<file path="src/rv_cfg.svh">
`ifndef RV_CFG_SVH
`define RV_CFG_SVH

// ----------------------------------------------------------
// Fetch subsystem build options
// ----------------------------------------------------------

// C extension enable
// 1'b1 expands compressed words, 1'b0 passes every word through
`define RV_EXT_C 1'b1

// Entries held between fetch and expansion
`define RV_FETCH_DEPTH 4

// PC loaded by reset
`define RV_RESET_PC 32'h0000_0000

`endif
</file>
<file path="src/rv_pkg.sv">
package rv_pkg;

    // ----------------------------------------------------------
    // Fetch types
    // ----------------------------------------------------------

    typedef logic [31:0] inst_t;       // Instruction word
    typedef logic [31:0] inst_addr_t;  // Instruction address

    // One fetched word with its PC, PC in the upper half
    typedef struct packed {
        inst_addr_t pc;
        inst_t      raw;
    } fetch_entry_t;

    // ----------------------------------------------------------
    // RVC encodings
    // ----------------------------------------------------------

    // Quadrant, bits 1:0 of the halfword
    localparam logic [1:0] RVC_Q0   = 2'b00;
    localparam logic [1:0] RVC_Q1   = 2'b01;
    localparam logic [1:0] RVC_Q2   = 2'b10;
    localparam logic [1:0] RVC_FULL = 2'b11;  // 32-bit instruction

    // funct3, bits 15:13 of the halfword
    localparam logic [2:0] RVC_F3_ADDI   = 3'b000;  // Quadrant 1
    localparam logic [2:0] RVC_F3_LI     = 3'b010;  // Quadrant 1
    localparam logic [2:0] RVC_F3_LW     = 3'b010;  // Quadrant 0
    localparam logic [2:0] RVC_F3_SW     = 3'b110;  // Quadrant 0
    localparam logic [2:0] RVC_F3_MV_ADD = 3'b100;  // Quadrant 2, bit 12 picks ADD

    // Base ISA fields used by the expansions
    localparam logic [6:0] OPC_OP_IMM = 7'b0010011;
    localparam logic [6:0] OPC_OP     = 7'b0110011;
    localparam logic [6:0] OPC_LOAD   = 7'b0000011;
    localparam logic [6:0] OPC_STORE  = 7'b0100011;
    localparam logic [2:0] F3_ADD     = 3'b000;  // ADD and ADDI
    localparam logic [2:0] F3_WORD    = 3'b010;  // LW and SW

endpackage

</file>
<file path="src/rv_fetch_top.sv">
`include "rv_cfg.svh"

module rv_fetch_top (
    input  logic               i_clock,
    input  logic               i_rst_n,

    // Memory stage
    input  logic               i_mem_rd_en,
    input  logic               i_mem_wr_en,

    // Redirect
    input  logic               i_redirect,
    input  rv_pkg::inst_addr_t i_redirect_pc,

    // Instruction memory
    output rv_pkg::inst_addr_t o_inst_addr,
    input  rv_pkg::inst_t      i_inst_data,

    // Decode
    input  logic               i_dec_ready,
    output logic               o_hazard,
    output logic               o_valid,
    output rv_pkg::inst_t      o_inst,
    output logic               o_inst_compressed,
    output logic               o_illegal,
    output rv_pkg::inst_addr_t o_pc
);

    // ----------------------------------------------------------
    // Internal wiring
    // ----------------------------------------------------------

    logic                 q_full;
    logic                 q_empty;
    logic                 push;
    rv_pkg::fetch_entry_t push_entry;
    logic                 pop;
    rv_pkg::fetch_entry_t head;

    // Producer
    stage_if u_stage_if (
        .i_clock       (i_clock),
        .i_rst_n       (i_rst_n),
        .i_mem_rd_en   (i_mem_rd_en),
        .i_mem_wr_en   (i_mem_wr_en),
        .i_redirect    (i_redirect),
        .i_redirect_pc (i_redirect_pc),
        .o_inst_addr   (o_inst_addr),
        .i_inst_data   (i_inst_data),
        .i_q_full      (q_full),
        .o_push        (push),
        .o_push_entry  (push_entry),
        .o_hazard      (o_hazard)
    );

    // Buffer, flushed by the redirect pulse
    fetch_queue #(
        .T_ENTRY (rv_pkg::fetch_entry_t),
        .DEPTH   (`RV_FETCH_DEPTH)
    ) u_fetch_queue (
        .i_clock     (i_clock),
        .i_rst_n     (i_rst_n),
        .i_flush     (i_redirect),
        .i_push      (push),
        .i_push_data (push_entry),
        .i_pop       (pop),
        .o_head      (head),
        .o_empty     (q_empty),
        .o_full      (q_full)
    );

    // Consumer
    inst_expander u_inst_expander (
        .i_clock           (i_clock),
        .i_rst_n           (i_rst_n),
        .i_flush           (i_redirect),
        .i_head            (head),
        .i_empty           (q_empty),
        .o_pop             (pop),
        .i_dec_ready       (i_dec_ready),
        .o_valid           (o_valid),
        .o_inst            (o_inst),
        .o_inst_compressed (o_inst_compressed),
        .o_illegal         (o_illegal),
        .o_pc              (o_pc)
    );

endmodule

</file>
<file path="src/inst_expander.sv">
`include "rv_cfg.svh"

module inst_expander (
    input  logic                 i_clock,
    input  logic                 i_rst_n,
    input  logic                 i_flush,           // Redirect

    // Queue side
    input  rv_pkg::fetch_entry_t i_head,
    input  logic                 i_empty,
    output logic                 o_pop,

    // Decode side
    input  logic                 i_dec_ready,
    output logic                 o_valid,
    output rv_pkg::inst_t        o_inst,            // 32-bit form
    output logic                 o_inst_compressed, // Came from a halfword
    output logic                 o_illegal,         // Unsupported RVC
    output rv_pkg::inst_addr_t   o_pc
);

    logic [15:0]   c;            // Low half of the head word
    logic          is_c;         // Head is compressed
    logic [4:0]    rd_rs1;       // Bits 11:7
    logic [4:0]    rs2;          // Bits 6:2
    logic [4:0]    rs1_p;        // x8..x15 from bits 9:7
    logic [4:0]    rd_rs2_p;     // x8..x15 from bits 4:2
    logic [11:0]   imm_ci;       // Sign extended CI immediate
    logic [6:0]    off_cl;       // C.LW and C.SW byte offset
    rv_pkg::inst_t exp_inst;
    logic          exp_illegal;
    logic          valid_q;

    // ----------------------------------------------------------
    // Field extraction
    // ----------------------------------------------------------

    assign c    = i_head.raw[15:0];
    assign is_c = `RV_EXT_C && (c[1:0] != rv_pkg::RVC_FULL);

    assign rd_rs1   = c[11:7];
    assign rs2      = c[6:2];
    assign rs1_p    = {2'b01, c[9:7]};
    assign rd_rs2_p = {2'b01, c[4:2]};
    assign imm_ci   = {{6{c[12]}}, c[12], c[6:2]};
    assign off_cl   = {c[5], c[12:10], c[6], 2'b00};  // Word aligned

    // ----------------------------------------------------------
    // RVC expansion
    // ----------------------------------------------------------

    always_comb begin
        exp_inst    = i_head.raw;       // Full-length word passes through
        exp_illegal = 1'b0;
        if (is_c) begin
            // Unsupported encodings keep the raw halfword
            exp_inst    = {16'h0000, c};
            exp_illegal = 1'b1;
            case (c[1:0])
                rv_pkg::RVC_Q0: begin
                    if (c[15:13] == rv_pkg::RVC_F3_LW) begin
                        // lw rd', off(rs1')
                        exp_inst    = {5'b00000, off_cl, rs1_p, rv_pkg::F3_WORD,
                                       rd_rs2_p, rv_pkg::OPC_LOAD};
                        exp_illegal = 1'b0;
                    end else if (c[15:13] == rv_pkg::RVC_F3_SW) begin
                        // sw rs2', off(rs1')
                        exp_inst    = {5'b00000, off_cl[6:5], rd_rs2_p, rs1_p,
                                       rv_pkg::F3_WORD, off_cl[4:0], rv_pkg::OPC_STORE};
                        exp_illegal = 1'b0;
                    end
                end
                rv_pkg::RVC_Q1: begin
                    if (c[15:13] == rv_pkg::RVC_F3_ADDI) begin
                        // addi rd, rd, imm
                        exp_inst    = {imm_ci, rd_rs1, rv_pkg::F3_ADD, rd_rs1,
                                       rv_pkg::OPC_OP_IMM};
                        exp_illegal = 1'b0;
                    end else if (c[15:13] == rv_pkg::RVC_F3_LI) begin
                        // addi rd, x0, imm
                        exp_inst    = {imm_ci, 5'd0, rv_pkg::F3_ADD, rd_rs1,
                                       rv_pkg::OPC_OP_IMM};
                        exp_illegal = 1'b0;
                    end
                end
                rv_pkg::RVC_Q2: begin
                    // rs2 of zero is C.JR, C.JALR or C.EBREAK
                    if (c[15:13] == rv_pkg::RVC_F3_MV_ADD && rs2 != 5'd0) begin
                        if (c[12]) begin
                            // add rd, rd, rs2
                            exp_inst = {7'b0000000, rs2, rd_rs1, rv_pkg::F3_ADD,
                                        rd_rs1, rv_pkg::OPC_OP};
                        end else begin
                            // add rd, x0, rs2
                            exp_inst = {7'b0000000, rs2, 5'd0, rv_pkg::F3_ADD,
                                        rd_rs1, rv_pkg::OPC_OP};
                        end
                        exp_illegal = 1'b0;
                    end
                end
                default: ;                      // Not reached while is_c
            endcase
        end
    end

    // ----------------------------------------------------------
    // Output register
    // ----------------------------------------------------------

    // Pop when the register is free or being accepted
    assign o_pop   = ~i_empty & ~i_flush & (~valid_q | i_dec_ready);
    assign o_valid = valid_q;

    always_ff @(posedge i_clock or negedge i_rst_n) begin
        if (!i_rst_n) begin
            valid_q <= 1'b0;
        end else if (i_flush) begin
            valid_q <= 1'b0;                    // Old path dropped
        end else if (o_pop) begin
            valid_q <= 1'b1;
        end else if (i_dec_ready) begin
            valid_q <= 1'b0;                    // Accepted, nothing behind
        end
    end

    // Payload only moves on pop, so it holds under back-pressure
    always_ff @(posedge i_clock) begin
        if (o_pop) begin
            o_inst            <= exp_inst;
            o_inst_compressed <= is_c;
            o_illegal         <= exp_illegal;
            o_pc              <= i_head.pc;
        end
    end

endmodule

</file>
<file path="src/fetch_queue.sv">
module fetch_queue #(
    parameter type T_ENTRY = logic [31:0],  // Payload
    parameter int  DEPTH   = 4              // At least 2
) (
    input  logic   i_clock,
    input  logic   i_rst_n,
    input  logic   i_flush,      // Drop all entries
    input  logic   i_push,
    input  T_ENTRY i_push_data,
    input  logic   i_pop,
    output T_ENTRY o_head,       // Oldest entry
    output logic   o_empty,
    output logic   o_full
);

    localparam int PTR_W = $clog2(DEPTH);
    localparam int CNT_W = $clog2(DEPTH + 1);

    T_ENTRY           mem [DEPTH];  // Circular storage
    logic [PTR_W-1:0] wr_ptr;
    logic [PTR_W-1:0] rd_ptr;
    logic [CNT_W-1:0] count;        // Entries held
    logic             do_push;
    logic             do_pop;

    // Pointer increment with wrap, any depth
    function automatic logic [PTR_W-1:0] ptr_inc(input logic [PTR_W-1:0] p);
        if (p == PTR_W'(DEPTH - 1)) begin
            return '0;
        end
        return p + PTR_W'(1);
    endfunction

    // ----------------------------------------------------------
    // Flags and head
    // ----------------------------------------------------------

    assign o_empty = (count == '0);
    assign o_full  = (count == CNT_W'(DEPTH));
    assign o_head  = mem[rd_ptr];

    assign do_push = i_push & ~o_full;   // Overflow guard
    assign do_pop  = i_pop & ~o_empty;   // Underflow guard

    // Storage
    always_ff @(posedge i_clock) begin
        if (do_push) begin
            mem[wr_ptr] <= i_push_data;
        end
    end

    // ----------------------------------------------------------
    // Pointers and count
    // ----------------------------------------------------------

    always_ff @(posedge i_clock or negedge i_rst_n) begin
        if (!i_rst_n) begin
            wr_ptr <= '0;
            rd_ptr <= '0;
            count  <= '0;
        end else if (i_flush) begin
            wr_ptr <= '0;                // Redirect empties the queue
            rd_ptr <= '0;
            count  <= '0;
        end else begin
            if (do_push) begin
                wr_ptr <= ptr_inc(wr_ptr);
            end
            if (do_pop) begin
                rd_ptr <= ptr_inc(rd_ptr);
            end
            case ({do_push, do_pop})
                2'b10:   count <= count + CNT_W'(1);
                2'b01:   count <= count - CNT_W'(1);
                default: count <= count;  // Both or neither
            endcase
        end
    end

endmodule

</file>
<file path="src/stage_if.sv">
`include "rv_cfg.svh"

module stage_if (
    // Clock and reset
    input  logic                 i_clock,
    input  logic                 i_rst_n,

    // Memory stage activity on the shared port
    input  logic                 i_mem_rd_en,   // Load in MEM
    input  logic                 i_mem_wr_en,   // Store in MEM

    // Redirect from execute
    input  logic                 i_redirect,    // One-cycle pulse
    input  rv_pkg::inst_addr_t   i_redirect_pc, // Target

    // Instruction memory
    output rv_pkg::inst_addr_t   o_inst_addr,   // Fetch address
    input  rv_pkg::inst_t        i_inst_data,   // Word at o_inst_addr

    // Queue side
    input  logic                 i_q_full,
    output logic                 o_push,
    output rv_pkg::fetch_entry_t o_push_entry,

    // Stall indication to decode
    output logic                 o_hazard
);

    rv_pkg::inst_addr_t pc_q;          // Current fetch PC
    rv_pkg::inst_addr_t pc_step;       // 2 or 4
    rv_pkg::inst_addr_t pc_next;
    logic               is_compressed; // Low bits not 2'b11
    logic               advance;       // Word taken this cycle

    // ----------------------------------------------------------
    // Hazard detection
    // ----------------------------------------------------------

    // MEM owns the port while it loads or stores
    assign o_hazard = i_mem_rd_en | i_mem_wr_en;

    // ----------------------------------------------------------
    // Fetch and push
    // ----------------------------------------------------------

    assign o_inst_addr = pc_q;

    // Redirect kills the word fetched on the old path
    assign advance = ~o_hazard & ~i_redirect & ~i_q_full;
    assign o_push  = advance;

    assign o_push_entry.pc  = pc_q;
    assign o_push_entry.raw = i_inst_data;

    // ----------------------------------------------------------
    // Next PC
    // ----------------------------------------------------------

    // Step by 2 only with the C extension built in
    assign is_compressed = `RV_EXT_C && (i_inst_data[1:0] != rv_pkg::RVC_FULL);
    assign pc_step       = is_compressed ? 32'd2 : 32'd4;

    always_comb begin
        if (i_redirect) begin
            pc_next = i_redirect_pc;        // Redirect wins over everything
        end else if (advance) begin
            pc_next = pc_q + pc_step;
        end else begin
            pc_next = pc_q;                 // Hazard or full queue
        end
    end

    always_ff @(posedge i_clock or negedge i_rst_n) begin
        if (!i_rst_n) begin
            pc_q <= `RV_RESET_PC;
        end else begin
            pc_q <= pc_next;
        end
    end

endmodule

</file>
<file path="config.mk">
export PLATFORM = sky130hd
export DESIGN_NAME = rv_fetch_top
export DESIGN_NICKNAME = d
export VERILOG_FILES = /design/src/rv_pkg.sv /design/src/rv_fetch_top.sv /design/src/inst_expander.sv /design/src/fetch_queue.sv /design/src/stage_if.sv
export VERILOG_INCLUDE_DIRS = /design/src /design/src/src
export SDC_FILE = /design/constraint.sdc
export NUM_CORES = 1
export LEC_CHECK = 0
export ABC_AREA = 1
export BUFFER_PORTS_ARGS = -buffer_cell sky130_fd_sc_hd__buf_2
export CAP_MARGIN = 20
export CORE_AREA = 2 2 165 247
export CTS_CLUSTER_DIAMETER = 120
export CTS_CLUSTER_SIZE = 28
export DETAILED_ROUTE_END_ITERATION = 8
export DIE_AREA = 0 0 167 249
export PLACE_DENSITY = 0.66
export SLEW_MARGIN = 15
export SYNTH_ARGS = -nofsm -noshare
export SYNTH_HDL_FRONTEND = slang
export SYNTH_HIERARCHICAL = 1
export SYNTH_SLANG_ARGS = --single-unit
</file>
<file path="constraint.sdc">
create_clock -name i_clock -period 6.82 [get_ports i_clock]
set_input_delay 0.341 -clock i_clock [delete_from_list [all_inputs] [get_ports i_clock]]
set_output_delay 0.341 -clock i_clock [all_outputs]
set_load 0.1 [all_outputs]
</file>
# Word-level counts from Yosys, hierarchy flattened
# Memories as Yosys holds them, arrays and structs flattened.
# Index checks and enable logic that the tools add are counted.
# totals
out_inout_bits	100
in_bits	70
mem_bits_rw	256
memories	1
reg_bits	106
# op_classes
n_eq_ne	12
n_reduce_logical	10
n_bitwise	13
n_addsub	5
muxes	38
# mem_list
name	depth	width	read_ports	rd_ports_with_merged_regs	write_ports	line_no	text
u_fetch_queue.mem	4	64	1	0	1	fetch_queue.sv:19	T_ENTRY mem [DEPTH];
# ops
op	n
two-way mux 32 bit	5
one-hot mux 32 bit (3 select lines)	1
two-way mux 27 bit	2
adder 32 bit	1
two-way mux 25 bit	1
two-way mux 20 bit	1
two-way mux 1 bit	16
two-way mux 2 bit	8
== test 3 bit, second input constant	3
== test 2 bit, second input constant	4
bitwise AND 1 bit	6
zero test 3 bit	2
two-way mux 3 bit	2
one-hot mux 3 bit (2 select lines)	1
nonzero test 2 bit	3
nonzero test 3 bit	2
inverter 1 bit	5
nonzero test 5 bit	1
adder 2 x 1 -> 2 bit, second input constant	2
== test 2 x 1 -> 1 bit, second input constant	2
inequality test 2 bit, second input constant	2
adder 3 x 1 -> 3 bit, second input constant	1
== test 3 x 2 -> 1 bit, second input constant	1
one-hot mux 1 bit (3 select lines)	1
4 further kinds	5

# Longest topological paths before layout
# Gate-level depths: netlist (run 1).
# depth
word_depth	10
depth_mapped	17
mapped_depth_nobuf	16

# By module
# Netlist (run 1), hierarchy kept.
# modules_own_cells
module	cells_per_inst	area_each_um2	n_inst	seq_area_each_um2
fetch_queue	686	9977.1	1	7862.5
stage_if	432	2857.7	1	800.8
inst_expander	225	2748.9	1	2006.9

# Worst setup path after synthesis (run 1)
# Ideal clock, no wire load.
# synth_path
path_type	register to register
startpoint	register u_inst_expander.valid_q, in the netlist u_inst_expander/o_valid
endpoint	register u_fetch_queue.count[1]
synth_period_minus_slack_ns	6.990
setup_ns	0.118
setup_slack_ns	-0.170
path_stages_with_launch	13
t_arrival_ns	6.872
t_required_ns	6.702
path_cell_list	dfrtp_1 inv_1 nor2_1 nor3_1 nand2_1 inv_1 nand2_1 inv_1 fa_1 inv_1 nor2_1 nand2_1 nand2_1
# synth_between
elab_chain_len	7
word_cells_on_any_way	9
# synth_rtl
element	line_no	text
start, declared	inst_expander.sv:32	logic valid_q;
start signal, assigned	inst_expander.sv:116	valid_q <= 1'b0;
start signal, assigned	inst_expander.sv:118	valid_q <= 1'b0;
start signal, assigned	inst_expander.sv:120	valid_q <= 1'b1;
inverter 1 bit (*)	inst_expander.sv:111	assign o_pop = ~i_empty & ~i_flush & (~valid_q | i_dec_ready);
bitwise OR 1 bit (*)	inst_expander.sv:111	
bitwise AND 1 bit (*)	inst_expander.sv:111	
named net pop	rv_fetch_top.sv:37	logic pop;
bitwise AND 1 bit (*)	fetch_queue.sv:43	assign do_pop = i_pop & ~o_empty;
== test 2 x 1 -> 1 bit or == test 2 bit (tied branches)	fetch_queue.sv:72	case ({do_push, do_pop})
one-hot mux 3 bit (2 select lines)	fetch_queue.sv:72	
two-way mux 3 bit	fetch_queue.sv:61	end else if (i_flush) begin
end signal, assigned	fetch_queue.sv:73	2'b10: count <= count + CNT_W'(1);
end signal, assigned	fetch_queue.sv:74	2'b01: count <= count - CNT_W'(1);
end signal, assigned	fetch_queue.sv:75	default: count <= count;
end, declared	fetch_queue.sv:22	logic [CNT_W-1:0] count;
# Mark *: on every way through the listed nets, which the timed path passes. The rest lies on a longest branch.
# A chain may end at the register's enable or synchronous reset.

# Worst setup path after layout (run 1)
# layout_path
startpoint	register u_fetch_queue.count[0]
endpoint	memory u_fetch_queue/mem[1][58] (netlist bit) (enable)
# layout_between
elab_chain_len	6
# layout_rtl
element	line_no	text
== test 3 bit	fetch_queue.sv:39	assign o_full = (count == CNT_W'(DEPTH));
named net q_full	rv_fetch_top.sv:33	logic q_full;
inverter 1 bit	stage_if.sv:49	assign advance = ~o_hazard & ~i_redirect & ~i_q_full;
bitwise AND 1 bit	stage_if.sv:49	
named net push	rv_fetch_top.sv:35	logic push;
bitwise AND 1 bit	fetch_queue.sv:42	assign do_push = i_push & ~o_full;
two-way mux 1 bit	fetch_queue.sv:47	if (do_push) begin
two-way mux 1 bit (implied by the code)	fetch_queue.sv:48	mem[wr_ptr] <= i_push_data;
end, declared	fetch_queue.sv:19	
# The timed path passes the listed nets, and every way through them passes these cells.

==> results of run 1 <==
## per-layer routing
| layer | part of all wire (%) | routed length [um] |
|---|---|---|
| met5 | 0.036 | 13 |
| met3 | 4.0 | 1450 |
| met4 | 3.9 | 1440 |
| met1 | 39 | 14300 |
| met2 | 53 | 19300 |
## sequential cells by signal (all words and copies together), names as in the netlist, 2 cells and up
signal / cells
u_fetch_queue/mem: 256
u_inst_expander/o_inst: 32
u_inst_expander/o_pc: 32
u_stage_if/o_inst_addr: 32
u_fetch_queue/count: 3
u_fetch_queue/rd_ptr: 2
u_fetch_queue/wr_ptr: 2
## critical path: stages, from the launching register on
cell,delay [ns]
dfrtp_1,0.44
nor2_1,0.09
nand2_1,0.10
inv_1,0.06
nand3b_4,0.20
inv_1,0.11
nand2_1,0.26
inv_1,0.49
nand2_1,0.39
nor2_4,0.87
buf_4,0.60
## stage by stage
| step | worst slack [ns] | power [mW] | util, % | cells | cell area, um2 |
|---|---|---|---|---|---|
| 2_1_floorplan | 1.98 | 4.84 | - | 1343 | 15600 |
| 3_5_place_dp | 2.26 | 5.27 | 41.6 | 1905 | 16400 |
| 4_1_cts | 2.73 | 6.37 | 42.9 | 1935 | 16900 |
| 6_report | 2.79 | 6.31 | 42.9 | 1939 | 16900 |
| 3_3_place_gp | 2.41 | 5.24 | 41.6 | 1905 | 16400 |
| 5_1_grt | 2.46 | 6.60 | 42.9 | 1937 | 16900 |
## where the power goes
group | switching (mW) | total, mW | internal (mW) | leakage (nW)
Clock | 0.629 | 1.11 | 0.484 | 0.229
Combinational | 1.88 | 2.29 | 0.405 | 2.54
Sequential | 0.192 | 2.91 | 2.72 | 3.42
## cell type report
type                    instances  area [um2]  area share [%]
clock buffers                  28         477            2.82
multi-input cells             789        3860            22.9
repair buffers                182         948            5.62
flip-flops and latches        362       10700            63.3
well taps                     500         626            3.71
diodes                          4        10.0          0.0593
inverters                      74         280            1.66
## path summary, 6_finish.rpt
| kind | startpoint | end | slack (ns) | cells after the start |
|---|---|---|---|---|
| setup / recovery | u_fetch_queue/count[0]$_DFFE_PN0P_ | u_fetch_queue/mem[1][58]$_DFFE_PP_ | 2.79 | 10 |
| hold / removal | i_redirect_pc[10] | u_stage_if/o_inst_addr[10]$_DFFE_PN0N_ | 0.02 | 3 |
| setup reg to reg | u_fetch_queue/count[0]$_DFFE_PN0P_ | u_fetch_queue/mem[1][58]$_DFFE_PP_ | 2.79 | 10 |
| hold reg to reg | u_fetch_queue/mem[0][48]$_DFFE_PP_ | u_inst_expander/o_pc[16]$_DFFE_PP_ | 0.60 | 2 |
| min in group asynchronous | i_rst_n | u_stage_if/o_inst_addr[25]$_DFFE_PN0N_ | 0.42 | 3 |
| max in group asynchronous | i_rst_n | u_fetch_queue/rd_ptr[0]$_DFFE_PN0P_ | 5.96 | 3 |
## cells in the mapped netlist, types with 5 or more instances
cell        n
edfxtp_1  322
buf_4      68
o21ai_1    48
clkbuf_1   20
nand2_1   218
nor2_1    205
a21oi_1    13
buf_6      13
inv_2       8
inv_1      64
nand3_1    49
nand4_1    11
nor2_4      8
buf_2      13
ha_1        7
o21ai_0    99
xor2_1      8
dfrtp_1    40
nand2_2     5
o211ai_1   10
o21bai_1    7
o22ai_1    65
nor2_2      7
nor3_1      6
## cells by family (layout without fill, tap and decap cells)
| group | Yosys count | in the layout |
|---|---|---|
| compound gates | 250 | 250 |
| xor+xnor | 8 | 8 |
| fa+ha+maj | 9 | 9 |
| buf+inv | 192 | 284 |
| flops | 362 | 362 |
| other cells | 0 | 4 |
| simple gates | 522 | 522 |
==> flow_summary.ini, run 1 <==
[power_and_ir_drop]
p_per_area_nw_per_um2 = 374
ir_drop_mv = 0.340
power.leakage_nw = 6.20

[final_layout]
final_cell_mix = edfxtp_1, nand2_1, nor2_1
syn2layout_area_growth_pct = 8.29
nets = 1504
drive_gt1_share_pct = 17.0
final_common_cell = edfxtp_1
nFillCells = 3658

[clock_network]
cts_max_level = 1
ctsHoldBuffers = 2
path_clk_slew_ns = 0.12
numCtsBuffers = 16
post_cts_resized = 0
cts-root-buf = clkbuf_16
clk_path_buf_depth = 3
cts_tree = built
cts_sinks = 362
clk_latency_ns = 0.52
post_cts_buffers = 0

[synthesis]
synthCells = 1343
synth-seq-area-share_pct = 68.5
synth_top_area_share_pct = 62.0
synth_fp_nets = 1422
yosys.area.top_type = edfxtp_1
synth-xor-area-share_pct = 0.450
ys_async_sr_fraction_pct = 11.0
synth_compound_area_share_pct = 8.95
yosys-mux-area-fraction_pct = 0
synth_top_family_by_area = simple AND/OR/NAND/NOR gates
synth-simple-area-share_pct = 14.3
synth-edff-count = 322
ys_seq_elements = 362
syn_area_um2 = 15600
ys_top_cells_by_area = edfxtp_1, dfrtp_1, nand2_1
synthFlopType = edfxtp_1
synth.distinct_cells = 42
syn-mean-instance-area_um2 = 11.6
ys_warn_count = 6
synthAdderAreaFrac_pct = 0.819

[critical_path]
worstSetupStartpointType = register
critPathArrivalTime_ns = 4.18
endpoint_kind = register
crit_fanout = 34
crit_required_ns = 6.97
critPathKind = reg2reg

[min_path]
hold_path_class = in2reg

[timing]
setup_viol = 0
timing.final.crit_share_pct = 59.0
period_minus_slack_ns = 4.03
slew_headroom_pct = 32.8
rsz0062_at_grt = false
finalHoldViolations = 0
hold_slack_ns = 0.0213
skew_ns = 0.0270
fin_tns_setup_ns = 0
tightest_slew_ns = 1.01
finalMaxSlewViolations = 0
fmax_mhz = 248

[routing]
routed_wl_um = 36500
via_per_inst = 5.20
dr_total_vias = 10100
ant_nets = 0
detail_route.iter0.violations = 614
drc = 0
drt_pass1_iterations = 4
wl_per_cell_um = 18.8

[floorplanning]
die_y_um = 249
core_um2 = 39300
io_pins = 170
core.rowCount = 89
dieArea_um2 = 41600
die_width_um = 167
initial_core_util_pct = 39.6

[global_route]
grt_pass1_vias = 9826
grt_pass1_wl_um = 55900
track_usage_pct = 17.2
met3_usage_pct = 1.53
grt_use_met2_pct = 31.7
grt_antenna_before_repair = 5
grt-busiest-layer = met2
grt_max_degree = 99
grt_overflow = 0
grt_use_met1_pct = 20.6

[placement]
gp_congestion = 0.918
hpwl_um = 24500
numPortBuffers = 169

[run]
cap_violations = 0

[outcome]
outcome = completed
(Power assumes the default switching activity.)
==> run 2, diff against run 1 <==
--- a/config.mk
+++ b/config.mk
@@ -6,14 +6,14 @@
 export SDC_FILE = /design/constraint.sdc
 export NUM_CORES = 1
 export LEC_CHECK = 0
-export ABC_AREA = 1
+export ABC_AREA = 0
 export BUFFER_PORTS_ARGS = -buffer_cell sky130_fd_sc_hd__buf_2
 export CAP_MARGIN = 20
-export CORE_AREA = 2 2 165 247
+export CORE_AREA = 2 2 162 244
 export CTS_CLUSTER_DIAMETER = 120
 export CTS_CLUSTER_SIZE = 28
 export DETAILED_ROUTE_END_ITERATION = 8
-export DIE_AREA = 0 0 167 249
+export DIE_AREA = 0 0 164 246
 export PLACE_DENSITY = 0.66
 export SLEW_MARGIN = 15
 export SYNTH_ARGS = -nofsm -noshare
==> constraint.sdc (replaced) <==
create_clock -name i_clock -period 3.4 [get_ports i_clock]
set_input_delay 0.17 -clock i_clock [delete_from_list [all_inputs] [get_ports i_clock]]
set_output_delay 0.17 -clock i_clock [all_outputs]
set_load 0.1 [all_outputs]
==> run 2 against run 1 <==
  * Sequential power up 74%
  * Die area is 3.0% lower
  * Critical path depth shrank 3
  * Synthesized cell count decreased by 34%
  * Combinational power is 68% lower
  * Cell area rose by 2.1%
  * Clock skew shrank 0.018 ns
  * Clock power increased by 98%
  * Fmax rose by 38%
  * Setup slack worse by 2.3 ns
==> flow_summary.ini, run 2 <==
[final_layout]
final_cell_mix = edfxtp_1, buf_2, dlygate4sd3_1
largest_reg_flops = 256
drive_gt1_share_pct = 28.0
syn2layout_area_growth_pct = 13.8
final_area_um2 = 17200
nets = 1130
final_common_cell = edfxtp_1
regMostFlops = u_fetch_queue/mem
antennaDiodeCount = 0

[floorplanning]
io_pins = 170
initial_core_util_pct = 39.6
core_um2 = 38200
dieArea_um2 = 40300
die_y_um = 246
die_width_um = 164
core.rowCount = 88

[power_and_ir_drop]
p_clk_share_pct = 27.5
ir_drop_mv = 0.375
p_per_area_nw_per_um2 = 463
internal_power_mw = 6.09
power.leakage_nw = 5.76
switching_share_pct = 23.7
combPwrFrac_pct = 9.2
seqPwrFrac_pct = 63.3
switchingPower_mw = 1.90

[critical_path]
critPathKind = reg2reg
critPathArrivalTime_ns = 3.35
endpoint_kind = register
crit_required_ns = 3.84
worstSetupStartpointType = register
crit_fanout = 11

[timing]
slew_headroom_pct = 51.5
fin_ws_ns = 0.486
finalHoldViolations = 0
setup_viol = 0
hold_slack_ns = 0.0512
rsz0062_at_grt = false
finalMaxSlewViolations = 0
period_minus_slack_ns = 2.91
skew_ns = 0.00916
fmax_mhz = 343
tightest_slew_ns = 0.722
timing.final.crit_share_pct = 85.7

[clock_network]
post_cts_buffers = 0
cts-root-buf = clkbuf_16
clk_latency_ns = 0.51
cts_sinks = 362
cts_max_level = 1
numCtsBuffers = 16
clk_path_buf_depth = 3
path_clk_slew_ns = 0.10
cts_tree = built

[routing]
drt_pass1_iterations = 7
dr_total_vias = 8235
detail_route.iter0.violations = 641
via_per_inst = 5.29
ant_nets = 0
drc = 0
wl_per_cell_um = 20.5
routed_wl_um = 31900

[synthesis]
yosys.area.top_type = edfxtp_1
synth.distinct_cells = 72
synth_top_area_share_pct = 63.9
synthFlopType = edfxtp_1
synth-edff-count = 322
ys_async_sr_fraction_pct = 11.0
synth_fp_nets = 968
ys_seq_elements = 362
synthCells = 889
yosysMostFrequentCell = edfxtp_1
synth-seq-area-share_pct = 70.5
ys_top_cells_by_area = edfxtp_1, mux4_2, dfrtp_1
syn-mean-instance-area_um2 = 17.0
synth_commonest_cells = edfxtp_1, buf_4, mux4_2
ys_warn_count = 6
syn_area_um2 = 15100

[placement]
dp_slack_ns = 0.550
hpwl_um = 21200
placed_area_um2 = 16100
numPortBuffers = 169
gp_congestion = 0.835

[global_route]
grt-busiest-layer = met2
grt_pass1_vias = 8303
grt_use_met1_pct = 19.8
met3_usage_pct = 1.57
track_usage_pct = 15.9
grt_use_met2_pct = 29.2
grt_max_degree = 65
grt_antenna_before_repair = 0
grt_pass1_wl_um = 48400
grt_overflow = 0

[outcome]
outcome = completed

[run]
cap_violations = 0

[min_path]
hold_path_class = in2async
-- run 2: cell types whose count changed in the layout (fill, tap and decap cells not counted), moves of 12 or more --
cell           change
nand3_1           -27
o21ai_1           -48
o22ai_1           -64
inv_1             -48
dlygate4sd3_1     +64
o31ai_1           +17
a31oi_1           +15
nand2_1          -183
nor2_1           -170
nor2_4            -12
o21ai_0           -74
mux4_2            +64
-- run 2: power by group through the flow --
stage / clock network, mW / registers, mW / logic (mW)
detailed placement: 0 / 5.16 / 0.675
CTS: 2.27 / 5.06 / 0.739
global placement: 0 / 5.15 / 0.671
finish: 2.20 / 5.05 / 0.737
floorplan: 0 / 5.39 / 0.297
global route: 2.41 / 5.07 / 0.782
-- run 2: area by class of cell --
type | instances | area [um2]
fillers | 3307 | 21000
flip-flops and latches | 362 | 10700
multi-input cells | 402 | 3690
repair buffers | 253 | 1720
well taps | 495 | 619
clock buffers | 27 | 463
inverters | 16 | 65.1
clock inverters | 1 | 3.75
-- run 2: final timing paths --
| check | startpoint | cells after the start | endpoint | slack [ns] |
|---|---|---|---|---|
| worst max-delay path | u_fetch_queue/count[0]$_DFFE_PN0P_ | 7 | u_stage_if/o_inst_addr[14]$_DFFE_PN0N_ | 0.49 |
| worst min-delay path | i_rst_n | 2 | u_stage_if/o_inst_addr[19]$_DFFE_PN0N_ | 0.05 |
| worst max register to register | u_fetch_queue/count[0]$_DFFE_PN0P_ | 7 | u_stage_if/o_inst_addr[14]$_DFFE_PN0N_ | 0.49 |
| worst min register to register | u_fetch_queue/wr_ptr[0]$_DFFE_PN0P_ | 2 | u_fetch_queue/wr_ptr[0]$_DFFE_PN0P_ | 0.61 |
| max in group asynchronous | i_rst_n | 3 | u_inst_expander/o_valid$_DFFE_PN0P_ | 2.85 |
| min in group i_clock | i_redirect | 2 | u_fetch_queue/wr_ptr[1]$_DFFE_PN0P_ | 0.06 |
-- run 2: critical path, cell delays in order (launching register included) --
cell,delay (ns)
dfrtp_1,0.59
or3b_1,0.34
clkinv_4,0.10
or3_1,0.33
buf_4,0.19
or3_1,0.54
or4_1,0.57
a31oi_1,0.18
-- run 2: routing by layer --
metal | vias up | wire length (um)
met4 | 0 | 663
met2 | 252 | 17300
met3 | 33 | 1380
met1 | 4172 | 12600
met5 | - | 0
li1 | 3778 | -
-- run 2: kinds of logic after synthesis --
| logic type | after synthesis | share of synthesized area (%) |
|---|---|---|
| flops | 362 | 70.5 |
| simple gates | 190 | 7.25 |
| buf+inv | 125 | 5.41 |
| compound gates | 119 | 5.28 |
| mux | 72 | 10.1 |
| xor+xnor | 12 | 0.694 |
| fa+ha+maj | 9 | 0.843 |
-- run 2: stage by stage --
| step | TNS [ns] | cells | power (mW) | utilization (%) |
|---|---|---|---|---|
| 3_5_place_dp | 0 | 1461 | 5.83 | 42.1 |
| 5_1_grt | 0 | 1556 | 8.27 | 45.1 |
| 6_report | 0 | 1556 | 7.99 | 45.1 |
| 2_1_floorplan | -0.838 | 889 | 5.68 | - |
| 4_1_cts | 0 | 1555 | 8.07 | 45.1 |
| 3_3_place_gp | 0 | 1461 | 5.82 | 42.1 |
-- run 2: timing repair --
item	4_1_cts	5_1_grt
endpoints found under the setup margin	0	0
gates resized for setup	0	0
hold buffers	66	0
hold endpoints to repair	201	0
==> run 3, diff against run 2 <==
==> constraint.sdc (replaced) <==
create_clock -name i_clock -period 3.4 [get_ports i_clock]
set_input_delay 0.34 -clock i_clock [delete_from_list [all_inputs] [get_ports i_clock]]
set_output_delay 0.34 -clock i_clock [all_outputs]
set_load 0.1 [all_outputs]
==> run 3 against run 2 <==
  * The flow now finishes with violations (hold timing)
  * Die area stayed put
  * Combinational power shrank 9.5%
  * Total power down 0.68%
  * Critical path type unchanged
  * First-iteration DRC count fell by 4.2%
==> flow_summary.ini, run 3 (synthesis gave the netlist of run 2 again) <==
[critical_path]
cp-endpoint = u_fetch_queue/mem[2][13]$_DFFE_PP_
worstSetupStartpointType = register
critPathArrivalTime_ns = 3.03
endpoint_kind = register
worstSetupStartpoint = u_fetch_queue/count[0]$_DFFE_PN0P_
crit_required_ns = 3.57
r2r_end = u_fetch_queue/mem[2][13]$_DFFE_PP_
rrSetupSlack_ns = 0.54
r2r_cells = 6
critPathKind = reg2reg
rr_startpoint = u_fetch_queue/count[0]$_DFFE_PN0P_
crit_fanout = 26

[timing]
tightest_slew_ns = 1.01
skew_ns = 0.0195
finalMaxSlewViolations = 0
rsz0062_at_grt = false
setup_viol = 0
period_minus_slack_ns = 2.86
fmax_mhz = 349
finalHoldViolations = 17
hold_slack_ns = -0.0297
slew_headroom_pct = 32.6
timing.final.crit_share_pct = 84.2

[clock_network]
path_clk_slew_ns = 0.11
numCtsBuffers = 16
clk_latency_ns = 0.52
ctsHoldBuffers = 0
cts-root-buf = clkbuf_16
cts_tree = built
cts_sinks = 362
post_cts_buffers = 0
post_cts_resized = 0
cts_max_level = 1
clk_path_buf_depth = 3

[final_layout]
nets = 1064
nFillCells = 3390
regMostFlops = u_fetch_queue/mem
final_cell_mix = edfxtp_1, buf_2, mux4_2
largest_reg_flops = 256
instances_no_fill = 1491
syn2layout_area_growth_pct = 9.31
fin_util_pct = 43.3
drive_gt1_share_pct = 29.8
final_common_cell = edfxtp_1

[power_and_ir_drop]
p_clk_share_pct = 27.9
combPwrFrac_pct = 8.4
switching_share_pct = 23.9
switchingPower_mw = 1.89
p_per_area_nw_per_um2 = 479
internal_power_mw = 6.04
power.leakage_nw = 5.48
seqPwrFrac_pct = 63.7
ir_drop_mv = 0.296

[floorplanning]
initial_core_util_pct = 39.6
die_y_um = 246
dieArea_um2 = 40300
die_width_um = 164
core.rowCount = 88
io_pins = 170
core_um2 = 38200

[run]
cap_violations = 0

[global_route]
grt_pass1_wl_um = 47600
grt_pass1_vias = 7825
grt_antenna_before_repair = 3
grt_overflow = 0
grt_max_degree = 65
track_usage_pct = 15.6

[placement]
gp_congestion = 0.852
dp.cells = 1462
hpwl_um = 21000
numPortBuffers = 169

[routing]
detail_route.iter0.violations = 614
via_per_inst = 5.39
drc = 0
dr_total_vias = 8037
routed_wl_um = 31400
ant_nets = 0
drt_pass1_iterations = 5
wl_per_cell_um = 21.1

[outcome]
violations = hold timing
outcome = finished with violations

[min_path]
hold_path_class = in2async
run 3: cell count changes in the layout (fill, tap and decap cells not counted):
cell | previous run | this run
buf_12 | 6 | 4
buf_4 | 12 | 14
dlygate4sd3_1 | 66 | 0
diode_2 | 0 | 1
run 3: critical path, cell delays in order, from the launching register on:
cell	delay, ns
dfrtp_1	0.59
or3b_1	0.32
clkinv_4	0.10
or3_1	0.39
nor2_1	0.40
and3_2	0.31
buf_4	0.37
run 3: per-stage QoR:
stage / setup slack (ns) / TNS [ns] / instance area (um2) / power (mW)
floorplan: -0.450 / -0.838 / 15200 / 5.68
global placement: 0.618 / 0 / 16100 / 5.81
detailed placement: 0.506 / 0 / 16100 / 5.83
CTS: 0.496 / 0 / 16600 / 8.02
global route: 0.258 / 0 / 16600 / 8.22
finish: 0.538 / 0 / 16600 / 7.93
run 3: worst min path at each step:
stage	startpoint	slack, ns	to
after global routing	i_inst_data[27]	0.02	u_fetch_queue/mem[0][27]$_DFFE_PP_
after detailed placement	i_redirect_pc[7]	0.55	u_stage_if/o_inst_addr[7]$_DFFE_PN0N_
after floorplan	i_rst_n	0.04	u_fetch_queue/count[0]$_DFFE_PN0P_
after CTS	i_rst_n	0.002	u_stage_if/o_inst_addr[21]$_DFFE_PN0N_
after global placement	i_redirect_pc[7]	0.55	u_stage_if/o_inst_addr[7]$_DFFE_PN0N_
final	i_rst_n	-0.03	u_stage_if/o_inst_addr[21]$_DFFE_PN0N_
run 3: power groups by stage:
stage	clock (mW)	combinational (mW)	sequential, mW
2_1_floorplan	0	0.297	5.39
3_3_place_gp	0	0.664	5.15
3_5_place_dp	0	0.670	5.16
4_1_cts	2.30	0.672	5.06
5_1_grt	2.44	0.708	5.07
6_report	2.21	0.667	5.06
run 3: layout make-up:
type / instances / area, um2 / share of cell area (%)
Inverter: 16 / 65.1 / 0.393
Sequential cell: 362 / 10700 / 64.5
Tap cell: 495 / 619 / 3.74
Timing Repair Buffer: 187 / 1030 / 6.23
Clock inverter: 1 / 3.75 / 0.0227
Antenna cell: 1 / 2.50 / 0.0151
Clock buffer: 27 / 463 / 2.80
Multi-Input combinational cell: 402 / 3690 / 22.3
run 3: routing by layer:
| metal | up-vias | wire, um | global-route usage, % |
|---|---|---|---|
| met5 | - | 0 | 0 |
| met1 | 4101 | 12500 | 20.0 |
| met2 | 258 | 16700 | 27.9 |
| met4 | 0 | 818 | 4.82 |
| li1 | 3636 | - | - |
| met3 | 42 | 1340 | 1.43 |
